$ cat config.mk
export PLATFORM = sky130hd
export DESIGN_NAME = mul_result
export DESIGN_NICKNAME = d
export VERILOG_FILES = /design/src/mul_pkg.sv /design/src/mul_result.sv
export SDC_FILE = /design/constraint.sdc
export NUM_CORES = 1
export LEC_CHECK = 0
export BUFFER_PORTS_ARGS = -buffer_cell sky130_fd_sc_hd__buf_2
export CAP_MARGIN = 20
export CORE_MARGIN = 1
export CORE_UTILIZATION = 59
export CTS_CLUSTER_DIAMETER = 40
export CTS_CLUSTER_SIZE = 25
export DETAILED_ROUTE_END_ITERATION = 8
export GPL_ROUTABILITY_DRIVEN = 1
export PLACE_DENSITY = 0.9
export SETUP_SLACK_MARGIN = 0.3
export SYNTH_ARGS = -nofsm -noshare
export SYNTH_HDL_FRONTEND = slang
export SYNTH_SLANG_ARGS = --single-unit
$ cat constraint.sdc
create_clock -name clk -period 6.9 [get_ports clk]
set_input_delay 0.69 -clock clk [delete_from_list [all_inputs] [get_ports clk]]
set_output_delay 0.69 -clock clk [all_outputs]
set_load 0.01 [all_outputs]
$ cat src/mul_pkg.sv
package mul_pkg;

	// multiply opcodes, encoded as the RISC-V funct3 of the M extension.
	typedef enum logic [2:0] {
		MUL_OP_MUL    = 3'd0,
		MUL_OP_MULH   = 3'd1,
		MUL_OP_MULHSU = 3'd2,
		MUL_OP_MULHU  = 3'd3
	} mul_op_e;

	// number of radix-4 Booth partial products for an operand width.
	// the extra row absorbs the top digit of the two-bit extension.
	function automatic int pp_count(input int width);
		return width / 2 + 1;
	endfunction

	// operand width after sign or zero extension by two bits.
	function automatic int ext_width(input int width);
		return width + 2;
	endfunction

	// width of one partial-product row, wide enough for the full
	// product of two extended operands.
	function automatic int row_width(input int width);
		return 2 * width + 4;
	endfunction

endpackage
$ cat src/mul_result.sv
`timescale 1ns/1ps

module mul_result #(
	parameter int XLEN = 64
) (
	input  logic                                 clk,
	input  logic                                 rst_n,
	input  logic                                 flush,
	input  logic                                 in_valid,
	input  logic                                 take_high,
	input  logic                                 word_res,
	input  logic                                 csa_valid,
	input  logic [mul_pkg::row_width(XLEN)-1:0]  sum_row,
	input  logic [mul_pkg::row_width(XLEN)-1:0]  carry_row,
	output logic                                 out_valid,
	output logic [XLEN-1:0]                      result
);
	import mul_pkg::*;

	localparam int ROW_W = row_width(XLEN);

	logic             s1_valid;
	logic             s1_high;
	logic             s1_word;
	logic             s2_high;
	logic             s2_word;
	logic [ROW_W-1:0] product;

	// sideband stage 1 lines up with the partial-product registers.
	always_ff @(posedge clk or negedge rst_n) begin
		if (!rst_n) begin
			s1_valid <= 1'b0;
		end else begin
			s1_valid <= in_valid & ~flush;
		end
	end

	always_ff @(posedge clk) begin
		if (in_valid) begin
			s1_high <= take_high;
			s1_word <= word_res;
		end
		// stage 2 lines up with the sum and carry rows.
		if (s1_valid) begin
			s2_high <= s1_high;
			s2_word <= s1_word;
		end
	end

	// final carry-propagate add.
	assign product = sum_row + carry_row;

	always_comb begin
		if (s2_word) begin
			result = XLEN'($signed(product[31:0]));
		end else if (s2_high) begin
			result = product[2*XLEN-1:XLEN];
		end else begin
			result = product[XLEN-1:0];
		end
	end

	assign out_valid = csa_valid;

	// both sideband stages and the rows are loaded whenever a result is presented.
	a_result_known: assert property (@(posedge clk) disable iff (!rst_n)
		out_valid |-> !$isunknown(result));

endmodule

## After elaboration in Yosys (flattened, before gate mapping)

Cells that the tools add are included.
Widths: inputs -> output; s select.

| storage, ports and cells | value |
|---|---|
| logic and storage cells | 10 |
| register bits | 5 |
| output and inout bits | 65 |
| bits of input ports | 271 |

| cells by class | value |
|---|---|
| mux-type cells | 2 |
| bitwise operators | 2 |
| add/sub/neg operators | 1 |

Operators by type and width:

| cell | count |
|---|---|
| $add 128x128->128 | 1 |
| $mux 64 | 2 |
| $and 1x1->1 | 1 |
| $not 1->1 | 1 |

## Longest topological paths before layout

| logic depth | value |
|---|---|
| word-level depth | 3 |
| mapped depth | 12 |
| gate-level depth less buffers | 12 |

## Worst setup path after synthesis

No wires, ideal clock.

| timing path | value |
|---|---|
| kind | input port to output port |
| start | input sum_row[0] (netlist name) |
| end | output result[56] |
| path buffers | 0 |
| required time | 6.210 ns |
| stages | 12 |
| slack | 2.866 ns |
| arrival | 3.344 ns |
| cells stage by stage | ha_1 > fa_1 > a21oi_1 > o211ai_2 > a21oi_1 > nor3_1 > o21ai_1 > a21boi_2 > o31a_4 > o21ai_2 > a211oi_1 > a2111oi_2 |

| on the way | value |
|---|---|
| cells in the longest elaborated chain, start to end | 3 |

RTL lines:

| element | RTL line | source |
|---|---|---|
| from (decl) | mul_result.sv:13 | `input logic [mul_pkg::row_width(XLEN)-1:0] sum_row,` |
| $add 128x128->128 * | mul_result.sv:51 | `assign product = sum_row + carry_row;` |
| $mux 64 | mul_result.sv:56 | `end else if (s2_high) begin` |
| $mux 64 * | mul_result.sv:54 | `if (s2_word) begin` |
| to (decl) | mul_result.sv:16 | `output logic [XLEN-1:0] result` |

Mark *: on every way between the ends. The rest lies on a longest branch, timed or not.

## Final worst setup path

| timing path | value |
|---|---|
| start | input carry_row[59] (netlist name) |
| end | output result[50] |

| on the way | value |
|---|---|
| cells in the longest elaborated chain, start to end | 3 |

RTL lines:

| element | RTL line | source |
|---|---|---|
| from (decl) | mul_result.sv:14 | `input logic [mul_pkg::row_width(XLEN)-1:0] carry_row,` |
| $add 128x128->128 | mul_result.sv:51 |  |
| $mux 64 | mul_result.sv:56 |  |
| $mux 64 | mul_result.sv:54 |  |

No other way between the ends.

==> flow_metrics.env <==
export IMPL_outcome="finished, final reports clean"
export IMPL_drc=0
export IMPL_critPathArrivalTime_ns=4.72
export IMPL_yosys_warnings=0
export IMPL_cp_required_ns=6.21
export IMPL_hold_viol_final=0
export IMPL_num_vias=15053
export IMPL_dr_pass1_iters=6
export IMPL_overflow=0
export IMPL_antenna_found_initial=0
export IMPL_grt_max_degree=58
export IMPL_grt_pass1_vias=13343
export IMPL_postPlaceCellArea_um2=12200
export IMPL_synthCells=1677
export IMPL_end_kind="primary output"
export IMPL_rsz0062_at_grt="false"
export IMPL_crit_path_max_incr_delay_ns=0.55
export IMPL_period_share_pct=78.4
export IMPL_final_net_count=2298
export IMPL_path_clk_slew_ns=0.03
export IMPL_max_slew_margin_pct=30.6
export IMPL_route_met2_wl_um=20200
export IMPL_start_kind="input port"
export IMPL_clockBufferDepth=2
export IMPL_crit_fanout=9
export IMPL_htree_num_levels=1
export IMPL_wl_per_cell_um=22.7
export IMPL_drt_wl_total_um=48200
export IMPL_area_growth_pct=13.4
export IMPL_tns_ns=0
export IMPL_p_per_area_nw_per_um2=125
export IMPL_syn_nets=2076
export IMPL_die_h_um=137
export IMPL_crit_chain="buf_2 > ha_1 > nand4_1 > nor3_1 > nand4_1 > o211ai_1 > a221oi_1 > o21ai_0 > a211oi_2 > or4_1 > a31oi_1 > a211o_1 > buf_2"
export IMPL_ys_flop_type="edfxtp_1"
export IMPL_critPathKind="in2out"
export IMPL_core_area_um2=18000
export IMPL_slew_violations=0
export IMPL_post_route_cell_area_um2=12300
export IMPL_clock_skew_ns=0.00231
export IMPL_maxCapViolations=0
export IMPL_cts_tree="built"
export IMPL_finalCriticalPeriod_ns=5.41
export IMPL_peakVddDrop_mv=0.356
export IMPL_cts_root_buffer="clkbuf_16"
export IMPL_synth_area_um2=10800
export IMPL_final_util_pct=68.2
export IMPL_clk_latency_ns=0.22
export IMPL_grt_usage_pct=48.9
export IMPL_setup_viol=0
export IMPL_ctsResizeCount=0
export IMPL_layout_drive_gt1_share_pct=20.7
export IMPL_diodes=0
export IMPL_dp_hpwl_um=40500
export IMPL_cts_buffers_inserted=3
export IMPL_crit_path_top_delay_cell="or4_1"
export IMPL_yosysSeqAreaShare_pct=1.34
export IMPL_drt_iter0_drc=2009
export IMPL_via_per_inst=7.08
export IMPL_grt_pass1_wl_um=71000
export IMPL_cts_hold_buf=0
export IMPL_synth_seq_cells=5
export IMPL_total_power_mw=1.53
export IMPL_place_gp_congestion=1.10
export IMPL_wl_met1_um=18200
export IMPL_port_buffers=325
export IMPL_placed_cells=2122
export IMPL_async_flop_share_pct=20.0
export IMPL_netlist_cell_type_count=90
export IMPL_ant_nets=0
export IMPL_worst_pin_slew_ns=1.03
export IMPL_timing_rr_start="s1_valid"
export IMPL_ios=336
export IMPL_layout_cells_non_filler=2127
export IMPL_crit_start="carry_row[59]"
export IMPL_design_die_area_um2=18900
export IMPL_cts_setup_buffers=0
export IMPL_fp_dieW_um=137
export IMPL_syn_area_per_cell_um2=6.44
export IMPL_met3_length_um=6390
export IMPL_cts_sinks=5
export IMPL_std_cell_rows=49
export IMPL_synth_edff_count=4
export IMPL_fmax_mhz=185
export IMPL_start_util_pct=60.1
export IMPL_highest_layer="met4"
export IMPL_hp_class="in2async"
export IMPL_p_leak_nw=5.41
[flip-flops by register name, summed over array words and instances (netlist names)]
register and flops:
s2_high 1, s1_word 1, s1_high 1, s2_word 1, s1_valid 1
[final cells by class]
type	instances	area (µm²)
fill	1671	5710
timing repair buffer	329	1660
inverter	56	210
sequential	5	145
multi-input combinational	1504	9870
clock buffer	4	78.8
tap	229	287
[final timing paths]
| kind | end | slack, ns | cells after the start |
|---|---|---|---|
| max | result[50] | 1.49 | 13 |
| min | s1_valid | 0.24 | 1 |
| max reg2reg | s2_high | 6.26 | 0 |
| min reg2reg | s2_word | 0.41 | 0 |
| max in group asynchronous | s1_valid | 6.57 | 1 |
| min in group clk | s2_word | 0.41 | 0 |
[per-layer routing]
metal  up-vias  global-route usage [%]
met5         -                       0
met4         0                    28.8
met3       278                    14.6
met2      1188                    74.9
met1      6815                    60.4
li1       6772                       -
[power by group]
part / leakage [nW] / internal [mW] / total, mW / switching (mW)
Clock: 0.0382 / 0.0764 / 0.0932 / 0.0168
Sequential: 0.0512 / 0.0354 / 0.0401 / 0.00471
Combinational: 5.32 / 0.492 / 1.40 / 0.906
[cell usage in the layout, fill, tap and decap left out, drive strengths merged, types with 13 or more instances in the layout]
cell type,count
buf,329
a21oi,244
nand2,171
o21ai,150
nor2,142
ha,127
nand4,95
a21o,64
xnor2,63
inv,56
nor3,51
o21bai,46
xor2,33
nand3,28
o31ai,21
a31oi,20
o211ai,18
a221oi,18
a21boi,17
o21a,16
a211oi,15
or3,14
o221ai,13
[per-stage QoR]
stage	hold WS, ns	setup slack (ns)
final	0.244	1.49
after CTS	0.240	1.87
after global placement	0.403	1.93
after detailed placement	0.408	1.88
after floorplan	0.394	2.87
after global routing	0.240	1.50
[synth_stat cells, types with 16 or more instances]
| library cell | instances | area share [%] |
|---|---|---|
| o21ai_0 | 125 | 5.8 |
| inv_1 | 56 | 1.9 |
| a31oi_1 | 18 | 1.0 |
| xor2_1 | 33 | 2.7 |
| o211ai_1 | 16 | 1.1 |
| nor2_1 | 139 | 4.8 |
| nor3_1 | 49 | 2.3 |
| nand2_1 | 170 | 5.9 |
| o21ai_1 | 22 | 1.0 |
| buf_2 | 38 | 1.8 |
| clkbuf_1 | 52 | 1.8 |
| nand4_1 | 94 | 5.4 |
| a21oi_1 | 242 | 11 |
| ha_1 | 127 | 15 |
| o31ai_1 | 19 | 1.3 |
| xnor2_1 | 63 | 5.1 |
| a21o_1 | 64 | 4.4 |
| o21a_1 | 16 | 1.1 |
| nand3_1 | 28 | 1.3 |
| o21bai_1 | 46 | 3.2 |
[cells by family after synthesis]
| family | count (synthesis) | synth area share (%) |
|---|---|---|
| AO/OA/AOI/OAI | 694 | 41.6 |
| XOR/XNOR | 96 | 7.78 |
| adder cells (fa/ha/maj) | 128 | 14.9 |
| buffers and inverters | 168 | 7.34 |
| flip-flops | 5 | 1.34 |
| multiplexers | 6 | 0.567 |
| AND/OR/NAND/NOR | 580 | 26.5 |
[critical path: cells and delay by family]
family | cells | cell delay, ns
and+or+nand+nor | 4 | 1.53
adders and majority gates | 1 | 0.50
AOI/OAI and AO/OA | 6 | 1.77
buffers and inverters | 2 | 0.23
Note: power is estimated with default switching activity, not from simulation.
